**config.mk**
```make
export PLATFORM = sky130hd
export DESIGN_NAME = scalar_top
export DESIGN_NICKNAME = d
export VERILOG_FILES = /design/src/source/scalar_pkg.sv /design/src/source/scalar_apb_decode.sv /design/src/source/scalar_execute.sv /design/src/source/scalar_integer_divider.sv /design/src/source/scalar_result.sv /design/src/source/scalar_top.sv
export SDC_FILE = /design/constraint.sdc
export NUM_CORES = 1
export LEC_CHECK = 0
export ABC_AREA = 1
export BUFFER_PORTS_ARGS = -buffer_cell sky130_fd_sc_hd__clkbuf_2
export CORE_UTILIZATION = 35
export DETAILED_ROUTE_END_ITERATION = 16
export PLACE_DENSITY_LB_ADDON = 0.1
export SLEW_MARGIN = 5
export SYNTH_ARGS = -nofsm -noshare
export SYNTH_HDL_FRONTEND = slang
export SYNTH_SLANG_ARGS = --single-unit
```
**constraint.sdc**
```tcl
create_clock -name CLK -period 12.25 [get_ports CLK]
set_input_delay 2.45 -clock CLK [delete_from_list [all_inputs] [get_ports CLK]]
set_output_delay 2.45 -clock CLK [all_outputs]
set_load 0.02 [all_outputs]
```
**src/source/scalar_pkg.sv**
```systemverilog
// Scalar integer unit package with widths, register map, enums and structs
package scalar_pkg;

  ////////////////////////////////////////////////////////////
  // Widths
  ////////////////////////////////////////////////////////////

  // Operand and result word width
  localparam int DATA_W = 32;
  // APB byte address width
  localparam int ADDR_W = 8;
  // Divider iteration counter width
  localparam int DIV_CNT_W = $clog2(DATA_W);

  ////////////////////////////////////////////////////////////
  // Register map (byte offsets)
  ////////////////////////////////////////////////////////////

  localparam logic [ADDR_W-1:0] REG_OPA    = 8'h00;
  localparam logic [ADDR_W-1:0] REG_OPB    = 8'h04;
  // Write only, opcode in bits 1:0
  localparam logic [ADDR_W-1:0] REG_CTRL   = 8'h08;
  // Read only, busy / done / div_zero
  localparam logic [ADDR_W-1:0] REG_STATUS = 8'h0C;
  localparam logic [ADDR_W-1:0] REG_RES_LO = 8'h10;
  localparam logic [ADDR_W-1:0] REG_RES_HI = 8'h14;

  ////////////////////////////////////////////////////////////
  // Enums
  ////////////////////////////////////////////////////////////

  // Code 3 is illegal and refused at the port
  typedef enum logic [1:0] {
    OP_ADD  = 2'd0,
    OP_SUB  = 2'd1,
    OP_DIVU = 2'd2
  } scalar_op_e;

  typedef enum logic [1:0] {
    EXEC_IDLE,
    EXEC_DIVIDE,
    EXEC_FINISH
  } exec_state_e;

  typedef enum logic [1:0] {
    DIV_IDLE,
    DIV_SHIFT,
    DIV_DONE
  } div_state_e;

  ////////////////////////////////////////////////////////////
  // Structs
  ////////////////////////////////////////////////////////////

  // Command captured at the CTRL write, 66 bits
  typedef struct packed {
    scalar_op_e          opcode;
    logic [DATA_W-1:0]   operand_a;
    logic [DATA_W-1:0]   operand_b;
  } scalar_cmd_t;

  // Result word pair plus divide-by-zero flag, 65 bits
  typedef struct packed {
    logic [DATA_W-1:0]   result_lo;
    logic [DATA_W-1:0]   result_hi;
    logic                div_zero;
  } scalar_res_t;

endpackage

```
**src/source/scalar_apb_decode.sv**
```systemverilog
// APB slave register decode: operand registers, command issue and read data mux
module scalar_apb_decode
  import scalar_pkg::*;
(
  input  logic              CLK,
  input  logic              RST,

  // APB slave port
  input  logic              PSEL,
  input  logic              PENABLE,
  input  logic              PWRITE,
  input  logic [ADDR_W-1:0] PADDR,
  input  logic [DATA_W-1:0] PWDATA,
  output logic [DATA_W-1:0] PRDATA,
  output logic              PREADY,
  output logic              PSLVERR,

  // Status and held result from the result block
  input  logic              busy,
  input  logic              status_done,
  input  logic              status_div_zero,
  input  scalar_res_t       held_res,

  // Command to execute
  output logic              cmd_valid,
  output scalar_cmd_t       cmd
);

  ////////////////////////////////////////////////////////////
  // Access phase decode
  ////////////////////////////////////////////////////////////

  logic              access;
  logic              wr_ctrl;
  logic              op_illegal;
  logic              refuse;
  logic              accept;
  logic [DATA_W-1:0] opa_q;
  logic [DATA_W-1:0] opb_q;

  // Zero wait states
  assign PREADY = 1'b1;

  assign access     = PSEL & PENABLE;
  assign wr_ctrl    = access & PWRITE & (PADDR == REG_CTRL);
  assign op_illegal = (PWDATA[1:0] == 2'd3);

  // Issued command not yet reflected in busy counts as busy too
  assign refuse  = wr_ctrl & (busy | cmd_valid | op_illegal);
  assign accept  = wr_ctrl & ~refuse;
  assign PSLVERR = refuse;

  ////////////////////////////////////////////////////////////
  // Operand registers and command issue
  ////////////////////////////////////////////////////////////

  always_ff @(posedge CLK or posedge RST) begin
    if (RST) begin
      opa_q     <= '0;
      opb_q     <= '0;
      cmd_valid <= 1'b0;
      cmd       <= '0;
    end else begin
      // Operands stay writable while busy
      if (access && PWRITE && PADDR == REG_OPA) begin
        opa_q <= PWDATA;
      end
      if (access && PWRITE && PADDR == REG_OPB) begin
        opb_q <= PWDATA;
      end
      // Single-cycle pulse after the accepted CTRL access
      cmd_valid <= accept;
      if (accept) begin
        cmd.opcode    <= scalar_op_e'(PWDATA[1:0]);
        cmd.operand_a <= opa_q;
        cmd.operand_b <= opb_q;
      end
    end
  end

  ////////////////////////////////////////////////////////////
  // Read data mux
  ////////////////////////////////////////////////////////////

  always_comb begin
    case (PADDR)
      REG_OPA:    PRDATA = opa_q;
      REG_OPB:    PRDATA = opb_q;
      REG_STATUS: PRDATA = {{(DATA_W-3){1'b0}}, status_div_zero, status_done, busy};
      REG_RES_LO: PRDATA = held_res.result_lo;
      REG_RES_HI: PRDATA = held_res.result_hi;
      // CTRL and unmapped offsets read zero
      default:    PRDATA = '0;
    endcase
  end

endmodule

```
**src/source/scalar_execute.sv**
```systemverilog
// Opcode dispatch FSM: ADD and SUB in one cycle, DIVU through the divider
module scalar_execute
  import scalar_pkg::*;
(
  input  logic        CLK,
  input  logic        RST,

  // Command from decode
  input  logic        cmd_valid,
  input  scalar_cmd_t cmd,

  // Result to the result block
  output logic        res_valid,
  output scalar_res_t res
);

  exec_state_e       state_q;
  scalar_op_e        op_q;
  scalar_res_t       alu_q;
  scalar_res_t       alu_next;
  scalar_res_t       div_res;

  logic              div_start;
  logic              div_done;
  logic [DATA_W-1:0] quotient;
  logic [DATA_W-1:0] remainder;
  logic              div_zero;

  ////////////////////////////////////////////////////////////
  // ADD / SUB datapath
  ////////////////////////////////////////////////////////////

  always_comb begin
    logic [DATA_W:0] wide;
    // Carry or borrow lands in bit DATA_W
    if (cmd.opcode == OP_SUB) begin
      wide = {1'b0, cmd.operand_a} - {1'b0, cmd.operand_b};
    end else begin
      wide = {1'b0, cmd.operand_a} + {1'b0, cmd.operand_b};
    end
    alu_next.result_lo = wide[DATA_W-1:0];
    alu_next.result_hi = {{(DATA_W-1){1'b0}}, wide[DATA_W]};
    alu_next.div_zero  = 1'b0;
  end

  ////////////////////////////////////////////////////////////
  // Dispatch FSM
  ////////////////////////////////////////////////////////////

  // Divider loads in the cmd_valid cycle
  assign div_start = (state_q == EXEC_IDLE) & cmd_valid & (cmd.opcode == OP_DIVU);

  always_ff @(posedge CLK or posedge RST) begin
    if (RST) begin
      state_q <= EXEC_IDLE;
      op_q    <= OP_ADD;
      alu_q   <= '0;
    end else begin
      case (state_q)
        EXEC_IDLE: begin
          if (cmd_valid) begin
            op_q  <= cmd.opcode;
            alu_q <= alu_next;
            case (cmd.opcode)
              OP_ADD, OP_SUB: state_q <= EXEC_FINISH;
              OP_DIVU:        state_q <= EXEC_DIVIDE;
              default:        state_q <= EXEC_IDLE;
            endcase
          end
        end
        EXEC_DIVIDE: begin
          // Wait for the last quotient bit
          if (div_done) begin
            state_q <= EXEC_FINISH;
          end
        end
        EXEC_FINISH: begin
          state_q <= EXEC_IDLE;
        end
        default: begin
          state_q <= EXEC_IDLE;
        end
      endcase
    end
  end

  // Quotient, remainder and flag packed from the held divider outputs
  assign div_res   = '{result_lo: quotient, result_hi: remainder, div_zero: div_zero};
  assign res_valid = (state_q == EXEC_FINISH);
  assign res       = (op_q == OP_DIVU) ? div_res : alu_q;

  scalar_integer_divider u_divider (
    .CLK       (CLK),
    .RST       (RST),
    .div_start (div_start),
    .div_done  (div_done),
    .dividend  (cmd.operand_a),
    .divisor   (cmd.operand_b),
    .quotient  (quotient),
    .remainder (remainder),
    .div_zero  (div_zero)
  );

endmodule

```
**src/source/scalar_integer_divider.sv**
```systemverilog
// Iterative restoring unsigned divider, one quotient bit per cycle
module scalar_integer_divider
  import scalar_pkg::*;
(
  input  logic              CLK,
  input  logic              RST,

  // Control
  input  logic              div_start,
  output logic              div_done,

  // Data
  input  logic [DATA_W-1:0] dividend,
  input  logic [DATA_W-1:0] divisor,
  output logic [DATA_W-1:0] quotient,
  output logic [DATA_W-1:0] remainder,
  output logic              div_zero
);

  div_state_e           state_q;
  logic [DIV_CNT_W-1:0] count_q;
  logic [DATA_W-1:0]    divisor_q;
  logic [DATA_W-1:0]    rem_q;
  // Dividend bits shift out the top, quotient bits shift in the bottom
  logic [DATA_W-1:0]    quo_q;

  logic [DATA_W:0]      trial;
  logic [DATA_W:0]      diff;
  logic                 fits;

  ////////////////////////////////////////////////////////////
  // Shift-subtract step
  ////////////////////////////////////////////////////////////

  // Partial remainder with next dividend bit appended
  assign trial = {rem_q, quo_q[DATA_W-1]};
  assign diff  = trial - {1'b0, divisor_q};
  // No borrow means the divisor fits
  assign fits  = ~diff[DATA_W];

  always_ff @(posedge CLK or posedge RST) begin
    if (RST) begin
      state_q   <= DIV_IDLE;
      count_q   <= '0;
      divisor_q <= '0;
      rem_q     <= '0;
      quo_q     <= '0;
      div_zero  <= 1'b0;
    end else begin
      case (state_q)
        DIV_IDLE: begin
          // Load cycle
          if (div_start) begin
            divisor_q <= divisor;
            quo_q     <= dividend;
            rem_q     <= '0;
            count_q   <= '0;
            // Zero divisor still runs all iterations
            div_zero  <= (divisor == '0);
            state_q   <= DIV_SHIFT;
          end
        end
        DIV_SHIFT: begin
          if (fits) begin
            rem_q <= diff[DATA_W-1:0];
          end else begin
            rem_q <= trial[DATA_W-1:0];
          end
          quo_q   <= {quo_q[DATA_W-2:0], fits};
          count_q <= count_q + 1'b1;
          if (count_q == DIV_CNT_W'(DATA_W-1)) begin
            state_q <= DIV_DONE;
          end
        end
        DIV_DONE: begin
          // Results stay held in IDLE until the next load
          state_q <= DIV_IDLE;
        end
        default: begin
          state_q <= DIV_IDLE;
        end
      endcase
    end
  end

  assign div_done  = (state_q == DIV_DONE);
  assign quotient  = quo_q;
  assign remainder = rem_q;

endmodule

```
**src/source/scalar_result.sv**
```systemverilog
// Result and status holding registers with busy, done and div_zero tracking
module scalar_result
  import scalar_pkg::*;
(
  input  logic        CLK,
  input  logic        RST,

  input  logic        cmd_valid,
  input  logic        res_valid,
  input  scalar_res_t res,

  output logic        busy,
  output logic        status_done,
  output logic        status_div_zero,
  output scalar_res_t held_res
);

  always_ff @(posedge CLK or posedge RST) begin
    if (RST) begin
      busy            <= 1'b0;
      status_done     <= 1'b0;
      status_div_zero <= 1'b0;
      held_res        <= '0;
    end else begin
      // New command clears stale flags, last result stays readable
      if (cmd_valid) begin
        busy            <= 1'b1;
        status_done     <= 1'b0;
        status_div_zero <= 1'b0;
      end else if (res_valid) begin
        // Busy drops and done rises together
        busy            <= 1'b0;
        status_done     <= 1'b1;
        status_div_zero <= res.div_zero;
        held_res        <= res;
      end
    end
  end

endmodule

```
**src/source/scalar_top.sv**
```systemverilog
// Scalar integer unit top level, APB slave with decode, execute and result blocks
module scalar_top
  import scalar_pkg::*;
(
  input  logic              CLK,
  input  logic              RST,

  // APB slave port
  input  logic              PSEL,
  input  logic              PENABLE,
  input  logic              PWRITE,
  input  logic [ADDR_W-1:0] PADDR,
  input  logic [DATA_W-1:0] PWDATA,
  output logic [DATA_W-1:0] PRDATA,
  output logic              PREADY,
  output logic              PSLVERR
);

  // Decode to execute
  logic        cmd_valid;
  scalar_cmd_t cmd;
  // Execute to result
  logic        res_valid;
  scalar_res_t res;
  // Result to decode
  logic        busy;
  logic        status_done;
  logic        status_div_zero;
  scalar_res_t held_res;

  scalar_apb_decode u_decode (
    .CLK             (CLK),
    .RST             (RST),
    .PSEL            (PSEL),
    .PENABLE         (PENABLE),
    .PWRITE          (PWRITE),
    .PADDR           (PADDR),
    .PWDATA          (PWDATA),
    .PRDATA          (PRDATA),
    .PREADY          (PREADY),
    .PSLVERR         (PSLVERR),
    .busy            (busy),
    .status_done     (status_done),
    .status_div_zero (status_div_zero),
    .held_res        (held_res),
    .cmd_valid       (cmd_valid),
    .cmd             (cmd)
  );

  scalar_execute u_execute (
    .CLK       (CLK),
    .RST       (RST),
    .cmd_valid (cmd_valid),
    .cmd       (cmd),
    .res_valid (res_valid),
    .res       (res)
  );

  scalar_result u_result (
    .CLK             (CLK),
    .RST             (RST),
    .cmd_valid       (cmd_valid),
    .res_valid       (res_valid),
    .res             (res),
    .busy            (busy),
    .status_done     (status_done),
    .status_div_zero (status_div_zero),
    .held_res        (held_res)
  );

endmodule

```
==> results of run 1 <==
## cell type report
| type | count | area (um2) | area share |
|---|---|---|---|
| clock inverters | 17 | 173 | 0.00776 |
| repair buffers | 97 | 536 | 0.0241 |
| flip-flops and latches | 339 | 8480 | 0.381 |
| inverters | 410 | 1550 | 0.0695 |
| well taps | 748 | 936 | 0.0420 |
| multi-input cells | 1882 | 9400 | 0.422 |
| clock buffers | 56 | 1180 | 0.0532 |
## through the flow
step / hold slack, ns / util / worst slack (ns) / instances
floorplan: 0.444 / - / 0.405 / 2736
global placement: 0.461 / 0.376 / 5.64 / 3476
detailed placement: 0.463 / 0.376 / 5.62 / 3476
CTS: 0.477 / 0.401 / 5.61 / 3549
global route: 0.502 / 0.401 / 5.45 / 3549
finish: 0.472 / 0.401 / 5.45 / 3549
## registers in the layout (all words and copies together), names as in the netlist, 2 cells and up
signal,cells
u_decode.cmd,66
u_result.held_res,64
u_execute.alu_q,33
u_decode.opa_q,32
u_decode.opb_q,32
u_execute.u_divider.divisor_q,32
u_execute.u_divider.quotient,32
u_execute.u_divider.remainder,32
u_execute.u_divider.count_q,5
u_execute.op_q,2
u_execute.state_q,2
u_execute.u_divider.state_q,2
## cells in the final DEF (no fill, tap or decap), types with 34 or more instances in the layout
cell       count
clkbuf_16     43
o22ai_1       61
xor2_1        37
nor2_1       191
ha_1          67
o21ai_0      293
clkbuf_2      77
a21oi_1      105
inv_1        401
nand2_1      773
dfrtp_1      339
nand3_1      171
a31oi_1       34
## metal layers
layer,routed length [um],share of wire,vias up,track usage
met4,1600,0.023,0,0.0622
met1,33300,0.49,8644,0.354
met5,0,0,-,0
met3,3300,0.048,80,0.0285
met2,30100,0.44,429,0.376
li1,-,-,8832,-
## power by group
group	leakage (nW)	internal [W]	switching [W]
Combinational	6.08	0.0000242	0.0000699
Clock	0.672	0.000740	0.000493
Sequential	4.58	0.00113	0.00000630
Total	11.3	0.00189	0.000570
## cells by family (layout without fill, tap and decap cells)
logic type	count (synthesis)	in the layout
flops	339	339
other cells	1	1
fa+ha+maj	69	69
xor+xnor	55	55
buf+inv	515	580
simple gates	1231	1231
compound gates	526	526
## worst min path at each step
stage          slack [ns]                             from                         endpoint
3_5_place_dp         0.46  u_execute.alu_q[57]$_DFFE_PP0P_  u_execute.alu_q[57]$_DFFE_PP0P_
2_1_floorplan        0.44  u_execute.alu_q[51]$_DFFE_PP0P_  u_execute.alu_q[51]$_DFFE_PP0P_
4_1_cts              0.48  u_execute.alu_q[57]$_DFFE_PP0P_  u_execute.alu_q[57]$_DFFE_PP0P_
6_report             0.47  u_execute.alu_q[57]$_DFFE_PP0P_  u_execute.alu_q[57]$_DFFE_PP0P_
5_1_grt              0.50   u_decode.opa_q[17]$_DFFE_PP0P_   u_decode.opa_q[17]$_DFFE_PP0P_
3_3_place_gp         0.46  u_execute.alu_q[64]$_DFFE_PP0P_  u_execute.alu_q[64]$_DFFE_PP0P_
## worst max-delay path, delay by kind of cell
kind | cells | cell delay (ns)
and+or+nand+nor | 3 | 0.45
buffers and inverters | 4 | 0.75
AOI/OAI and AO/OA | 1 | 0.68
==> impl_results.md, run 1 <==
* Outcome: complete, no violations
* Reg2reg path depth at 18
* FFs w/ async S/R, synth at 1.00
* Vias/cell at 5.07
* Avg Inst Size Synth at 7.25 um2
* Synth top area share at 0.428
* Total number of vias at 18000
* Synth Instances at 2736
* CP arrival at 4.35 ns
* Largest family of logic cells by synthesized area: simple AND/OR/NAND/NOR gates
* Power Density at 111 mW/mm2
* Layout cell share with drive strength beyond 1 at 0.0768
* Wirelength, routed at 68300 um
* Worst slew pin tran at 1.01 ns
* Crit path cell chain: clkbuf_2, nor2_1, nand2_1, nor3_2, buf_4, inv_1, o21ai_0, clkbuf_2
* Synth Area in Adders at 0.0443
* Clock-pin slew on the worst setup and hold paths at 0.05 ns
* Most frequent cell after synthesis: nand2_1
* Yosys reg bits at 339
* RSZ-0062 raised after global routing: false
* CP Max Fanout at 11
* Tot Pwr at 0.00246 W
* FF-to-FF End: u_execute.alu_q[64]$_DFFE_PP0P_
* CTS tree: built
* Clk buf depth at 3
* Rows at 86
* Dpl hpwl at 51100 um
* Post-synthesis mux area share at 0
* I/O Pins at 79
* Tightest Hold Check Type: reg2reg
* Cell area after synthesis at 0.0198 mm2
* Setup Fix Bufs, Post-CTS at 0
* DR WL/cell at 19.2 um
* Worst skew pair latency at 0.56 ns
* Die area at 0.0576 mm2
* Worst path slowest cell: o21ai_0
* Static Leakage at 11.3 nW
* CP Capture Point: PRDATA[15]
* DR iter-0 viols at 1623
* XOR/XNOR share of the synthesized area at 0.0243
* Max-Cap Viols at 0
* Cts bufs inserted at 42
* Crit path kind: in2out
* First-pass GRT wire length at 105000 um
* Root Driver: clkbuf_16
* H-tree depth at 2
* Startpoint Class: input port
* # hold bufs at CTS at 0
* Top cell by count, worst path: clkbuf_2
* # resized after CTS at 0
* Initial antenna violation count at 2
* Simple-gate share of the synthesized area at 0.258
* DRT Pass-1 Iters at 7
* Final TNS setup at 0 ns
* Max stage delay on crit path at 0.68 ns
* Nets at 2886
* DRC at 0
* Chip width at 240 um
* Worst setup path start: PADDR[1]
* Antenna Nets Post-Route at 0
* Tot GR Track Use at 0.242
* Leading area contributor after synthesis: dfrtp_1
* Maximum clock frequency at 0.147 GHz
* Layout Cell Area excl Fill at 0.0223 mm2
* Sequential cell area fraction in the yosys report at 0.428
* CP endpoint kind: output pin
* Slew Limit Fails at 0
* CTS sink cnt at 339
* Post-synth EDFFs at 0
* Initial Util at 0.357
* Minimum clock period at 6.80 ns
* Final setup viols at 0
* Clock Skews at 0.0154 ns
* Final hold viol count at 0
* Vias in the first global route at 17500
* WHS Path Cells at 2
* Synth area leaders: dfrtp_1, nand2_1, inv_1
* Largest net degree at the start of global routing at 95
* Net Count, Synth at 2850
* Yosys warns at 0
* Core area at 0.0555 mm2
* RR Startpoint: u_decode.cmd[65]$_DFFE_PP0P_
* Antenna cells at 0
* Commonest cells post-synth: nand2_1, inv_1, dfrtp_1, o21ai_0, nor2_1
* Distinct cells, synth at 52
* Number of fill cells at 5957
* FF-to-FF setup slack at 8.32 ns
* Area Growth Syn to Fin at 12.2%
* Synth Area in Compound Gates at 0.144
* Post-synth top flop: dfrtp_1
* Slew HR at 0.328
* Gpl congestion at 0.954
* Final period utilization at 0.555
* Placed cell area at 0.0209 mm2
* IO Port Bufs at 77
* Worst vdd ir at 0.0917 mV
* Gr ovfl total at 0
* Die height at 240 um
* Req. time, crit path at 9.80 ns
Power figures use the tool's default switching activity.
==> inputs of run 2 (changes only) <==
==> constraint.sdc (replaced) <==
create_clock -name CLK -period 6.2 [get_ports CLK]
set_input_delay 1.24 -clock CLK [delete_from_list [all_inputs] [get_ports CLK]]
set_output_delay 1.24 -clock CLK [all_outputs]
set_load 0.02 [all_outputs]
==> impl_results.md, run 2 (synthesis gave the netlist of run 1 again) <==
* Outcome: complete, no violations
* Slew HR at 0.230
* Die area at 0.0576 mm2
* First-pass GRT wire length at 104000 um
* DRC at 0
* Final WS setup at 1.45 ns
* Startpoint Class: input port
* Worst slew pin tran at 1.15 ns
* Wirelength, routed at 67500 um
* IO Port Bufs at 77
* Antenna cells at 0
* Antenna Nets Post-Route at 0
* Rows at 86
* Worst vdd ir at 0.158 mV
* Worst skew pair latency at 0.57 ns
* DR iter-0 viols at 1456
* Setup Fix Bufs, Post-CTS at 0
* I/O Pins at 79
* CP arrival at 3.51 ns
* Die height at 240 um
* Core area at 0.0555 mm2
* DRT Pass-1 Iters at 7
* Dpl hpwl at 50900 um
* H-tree depth at 2
* Power Density at 220 mW/mm2
* Static Leakage at 11.3 nW
* Largest net degree at the start of global routing at 173
* Largest register FFs at 66
* Gpl congestion at 0.957
* Tightest Hold Check Type: reg2reg
* Nets at 2883
* Area Growth Syn to Fin at 12.3%
* Max-Cap Viols at 0
* Clk buf depth at 3
* Top flop regs: u_decode.cmd (66), u_result.held_res (64), u_execute.alu_q (33)
* Clock-pin slew on the worst setup and hold paths at 0.06 ns
* Crit path kind: in2out
* # hold bufs at CTS at 0
* Commonest non-fill, non-tap cells in the layout: nand2_1, inv_1, dfrtp_1
* Layout Cell Area excl Fill at 0.0223 mm2
* Top reg by flops: u_decode.cmd
* Placed cell area at 0.0209 mm2
* Vias/cell at 5.04
* Worst slack at placement at 1.52 ns
* CP endpoint kind: output pin
* Req. time, crit path at 4.96 ns
* # resized after CTS at 0
* Layout cell share with drive strength beyond 1 at 0.0758
* Total number of vias at 17900
* Clock Skews at 0.0226 ns
* CTS sink cnt at 339
* Final setup viols at 0
* Gr ovfl total at 0
* CTS tree: built
* Tot GR Track Use at 0.237
* RSZ-0062 raised after global routing: false
* Chip width at 240 um
* Cts bufs inserted at 41
* Maximum clock frequency at 0.210 GHz
* Most common library cell in the layout ignoring fill and taps: nand2_1
* Final TNS setup at 0 ns
* Fin Hold WS at 0.481 ns
* Initial antenna violation count at 2
* Slew Limit Fails at 0
* Final hold viol count at 0
* Minimum clock period at 4.75 ns
* DR WL/cell at 19.0 um
* Initial Util at 0.357
* CP Max Fanout at 22
* Vias in the first global route at 17500
* Final period utilization at 0.766
* Root Driver: clkbuf_16
[run 2: cell types whose count changed in the layout (fill, tap and decap cells not counted), sizes merged]
cell and delta:
inv -1, bufinv +1, clkbuf -1, buf -2
clkinv -3, clkinvlp +2
[run 2: path summary, 6_finish.rpt]
kind / from / endpoint / slack, ns / cells after the start
worst max-delay path: PADDR[1] / PRDATA[15] / 1.45 / 9
worst min-delay path: u_execute.alu_q[58]$_DFFE_PP0P_ / u_execute.alu_q[58]$_DFFE_PP0P_ / 0.48 / 2
worst max register to register: u_decode.cmd_valid$_DFF_PP0_ / u_execute.u_divider.remainder[20]$_DFFE_PP0P_ / 2.12 / 8
worst min register to register: u_execute.alu_q[58]$_DFFE_PP0P_ / u_execute.alu_q[58]$_DFFE_PP0P_ / 0.48 / 2
max in group asynchronous: RST / u_decode.cmd[52]$_DFFE_PP0P_ / 4.45 / 3
min in group asynchronous: RST / u_result.held_res[3]$_DFFE_PP0P_ / 0.92 / 3
[run 2: critical path, stage by stage]
cell and delay (ns):
clkbuf_2 0.08, nor2_1 0.17, nand2_1 0.13, nor2_1 0.13, nand2_1 0.67, o22ai_1 0.43
a21oi_1 0.07, o21ai_0 0.29, clkbuf_2 0.29
[run 2: where the power goes]
part	internal (W)	leakage [nW]	switching, W
combinational	0.0000487	6.07	0.000136
sequential	0.00223	4.58	0.0000121
clock	0.00150	0.673	0.000986
[run 2: through the flow]
stage | power (W) | util | instances
5_1_grt | 0.00507 | 0.401 | 3545
6_report | 0.00491 | 0.401 | 3545
3_3_place_gp | 0.00247 | 0.377 | 3474
3_5_place_dp | 0.00247 | 0.377 | 3474
2_1_floorplan | 0.00240 | - | 2736
4_1_cts | 0.00498 | 0.401 | 3545
[run 2: cell type report]
| class | count | area (um2) |
|---|---|---|
| clock buffer | 55 | 1180 |
| clock inverter | 16 | 191 |
| fill | 5972 | 33200 |
| inverter | 410 | 1540 |
| multi-input combinational | 1882 | 9400 |
| sequential | 339 | 8480 |
| tap | 748 | 936 |
| timing repair buffer | 95 | 546 |
[run 2: routing by layer]
layer	global-route usage	share of wire	vias up
li1	-	-	8821
met1	0.338	0.48	8569
met2	0.378	0.45	398
met3	0.0285	0.044	89
met4	0.0654	0.023	0
met5	0	0	-
==> inputs of run 3 (changes only) <==
--- a/config.mk
+++ b/config.mk
@@ -5,7 +5,7 @@
 export SDC_FILE = /design/constraint.sdc
 export NUM_CORES = 1
 export LEC_CHECK = 0
-export ABC_AREA = 1
+export ABC_AREA = 0
 export BUFFER_PORTS_ARGS = -buffer_cell sky130_fd_sc_hd__clkbuf_2
 export CORE_UTILIZATION = 35
 export DETAILED_ROUTE_END_ITERATION = 16
==> constraint.sdc (replaced) <==
create_clock -name CLK -period 4.6 [get_ports CLK]
set_input_delay 0.92 -clock CLK [delete_from_list [all_inputs] [get_ports CLK]]
set_output_delay 0.92 -clock CLK [all_outputs]
set_load 0.02 [all_outputs]
==> impl_results.md, run 3 <==
* FF-to-FF setup slack at 0.32 ns
* Post-synth top flop: dfrtp_1
* Avg Inst Size Synth at 9.27 um2
* Largest register FFs at 66
* Area Growth Syn to Fin at 15.3%
* Top cell by count, worst path: a21oi_1
* Clk buf depth at 3
* Outcome: complete, no violations
* Die area at 0.0536 mm2
* Max stage delay on crit path at 0.52 ns
* Initial Util at 0.357
* Reg2reg path depth at 17
* Max-Cap Viols at 0
* Layout Cell Area excl Fill at 0.0213 mm2
* Synth top area share at 0.460
* Synth area leaders: dfrtp_1, nand2_1, mux2_2
* Number of fill cells at 5179
* Distinct cells, synth at 76
* Clock-pin slew on the worst setup and hold paths at 0.06 ns
* Met2 WL at 24700 um
* Largest net degree at the start of global routing at 118
* Dpl hpwl at 39100 um
* Slew Limit Fails at 0
* Commonest non-fill, non-tap cells in the layout: nand2_1, dfrtp_1, o21ai_0
* CP Max Fanout at 6
* Gpl congestion at 0.883
* Antenna cells at 0
* Placed cell area at 0.0197 mm2
* # resized after CTS at 0
* Most common library cell in the layout ignoring fill and taps: nand2_1
* CP endpoint kind: flop
* DRT Pass-1 Iters at 6
* Worst vdd ir at 0.243 mV
* Tightest Hold Check Type: in2async
* Crit path max-delay family: compound AO/OA/AOI/OAI gates
* Crit path kind: reg2reg
* IO Port Bufs at 77
* Maximum clock frequency at 0.234 GHz
* Tot GR Track Use at 0.219
* Initial antenna violation count at 0
* Final setup viols at 0
* DRC at 0
* WL met1 at 28600 um
* Commonest cells post-synth: nand2_1, dfrtp_1, o21ai_0, mux2i_1, mux2_2
* Total number of vias at 14600
* Net Count, Synth at 2104
* FFs w/ async S/R, synth at 1.00
* FF-to-FF End: u_execute.alu_q[1]$_DFFE_PP0P_
* Gr ovfl total at 0
* First-pass GRT wire length at 90100 um
* Static Leakage at 10.6 nW
* Root Driver: clkbuf_16
* Power Density at 318 mW/mm2
* RSZ-0062 raised after global routing: false
* Sequential cell area fraction in the yosys report at 0.460
* # hold bufs at CTS at 0
* Worst skew pair latency at 0.57 ns
* Tot Pwr at 0.00675 W
* Setup Fix Bufs, Post-CTS at 0
* CTS sink cnt at 339
* Final hold viol count at 0
* Yosys reg bits at 339
* Minimum clock period at 4.28 ns
* Clock Skews at 0.0164 ns
* Uppermost layer routed: met4
* Crit path cell chain: or4_4, or3_4, nor2_1, nand2_1, nand2_1, xor2_1, ha_1, a21o_1, a21oi_1, o31ai_1, a21oi_1, o21ai_1, a21oi_1, o21bai_1, a21oi_1, and4_2, a211oi_1
* Layout cell share with drive strength beyond 1 at 0.157
* Slew HR at 0.232
* Yosys warns at 0
* I/O Pins at 79
* Die height at 232 um
* DR iter-0 viols at 857
* Worst slew pin tran at 1.15 ns
* Cell area after synthesis at 0.0184 mm2
* CP arrival at 4.71 ns
* Rows at 83
* Req. time, crit path at 5.04 ns
* Met3 wire len at 2370 um
* Chip width at 232 um
* RR Startpoint: u_decode.cmd[8]$_DFFE_PP0P_
* CTS tree: built
* Worst Path Buf+Inv at 0
* Leading area contributor after synthesis: dfrtp_1
* Vias/cell at 5.29
* Top reg by flops: u_decode.cmd
* Most frequent cell after synthesis: nand2_1
* Core area at 0.0517 mm2
* Worst path slowest cell: a21oi_1
* Vias in the first global route at 14800
* DR WL/cell at 20.6 um
* Top flop regs: u_decode.cmd (66), u_result.held_res (64), u_execute.alu_q (33)
* H-tree depth at 2
* Wirelength, routed at 57000 um
* Nets at 2162
* Startpoint Class: flop
* Final period utilization at 0.930
* Cts bufs inserted at 42
* Synth Instances at 1990
* Antenna Nets Post-Route at 0
* Post-synth EDFFs at 0
-- run 3: changes by cell type in the layout (fill, tap and decap cells not counted), sizes merged, moves of 32 or more --
cell and delta:
nor2 -108, nand3 -107, o21ai -160, buf +32, mux2i +98, inv -351, nand2 -323, mux2 +96
-- run 3: area by class of cell --
type                    instances  area (um2)  share of cell area
clock buffers                  57        1250              0.0589
clock inverters                21         249              0.0117
inverters                      56         214              0.0101
multi-input cells            1483        9360               0.441
flip-flops and latches        339        8480               0.399
well taps                     680         851              0.0400
repair buffers                126         843              0.0397
-- run 3: metrics by stage --
step | setup TNS, ns | setup WS, ns | hold slack (ns) | utilization | std cells
6_report | 0 | 0.323 | 0.388 | 0.411 | 2762
5_1_grt | 0 | 0.00253 | 0.395 | 0.411 | 2762
4_1_cts | 0 | 0.241 | 0.372 | 0.411 | 2762
3_5_place_dp | 0 | 0.277 | 0.460 | 0.382 | 2684
3_3_place_gp | 0 | 0.297 | 0.450 | 0.382 | 2684
2_1_floorplan | -289.02 | -0.853 | 0.438 | - | 1990
-- run 3: logic make-up (layout without fill, tap and decap cells) --
family | after synthesis | count (layout) | synth area share
adders and majority gates | 69 | 69 | 0.0476
xor gates and xnor gates | 82 | 82 | 0.0389
buffers and inverters | 168 | 260 | 0.0360
AOI/OAI and AO/OA | 400 | 400 | 0.133
DFF | 339 | 339 | 0.460
muxes | 194 | 194 | 0.112
and+or+nand+nor | 737 | 737 | 0.172
other | 1 | 1 | 0.000203
-- run 3: worst max path at each step --
stage,start,end,slack (ns),cells past startpoint
CTS,u_decode.cmd[8]$_DFFE_PP0P_,u_execute.alu_q[61]$_DFFE_PP0P_,0.24,15
detailed placement,u_decode.cmd[8]$_DFFE_PP0P_,u_execute.alu_q[61]$_DFFE_PP0P_,0.28,15
floorplan,RST,u_decode.cmd[0]$_DFFE_PP0P_,-0.85,1
global route,u_decode.cmd[8]$_DFFE_PP0P_,u_execute.alu_q[1]$_DFFE_PP0P_,0.003,17
global placement,u_decode.cmd[8]$_DFFE_PP0P_,u_execute.alu_q[61]$_DFFE_PP0P_,0.30,15
finish,u_decode.cmd[8]$_DFFE_PP0P_,u_execute.alu_q[1]$_DFFE_PP0P_,0.32,17
-- run 3: worst reg2reg max path: stages, from the launching register on --
cell	delay, ns
dfrtp_1	0.43
or4_4	0.51
or3_4	0.37
nor2_1	0.13
nand2_1	0.11
nand2_1	0.11
xor2_1	0.18
ha_1	0.32
a21o_1	0.20
a21oi_1	0.14
o31ai_1	0.09
a21oi_1	0.14
o21ai_1	0.13
a21oi_1	0.28
o21bai_1	0.16
a21oi_1	0.52
and4_2	0.31
a211oi_1	0.04
-- run 3: power by group --
group          internal (W)  switching (W)  total [W]  leakage (nW)
registers           0.00300      0.0000114    0.00301          4.72
logic             0.0000586       0.000125   0.000184          5.14
clock network       0.00219        0.00137    0.00356         0.740
total               0.00525        0.00150    0.00675          10.6
-- run 3: layer usage --
metal / global-route usage / up-vias
li1: - / 7052
met1: 0.324 / 7215
met2: 0.329 / 266
met3: 0.0299 / 71
met4: 0.0658 / 0
met5: 0 / -
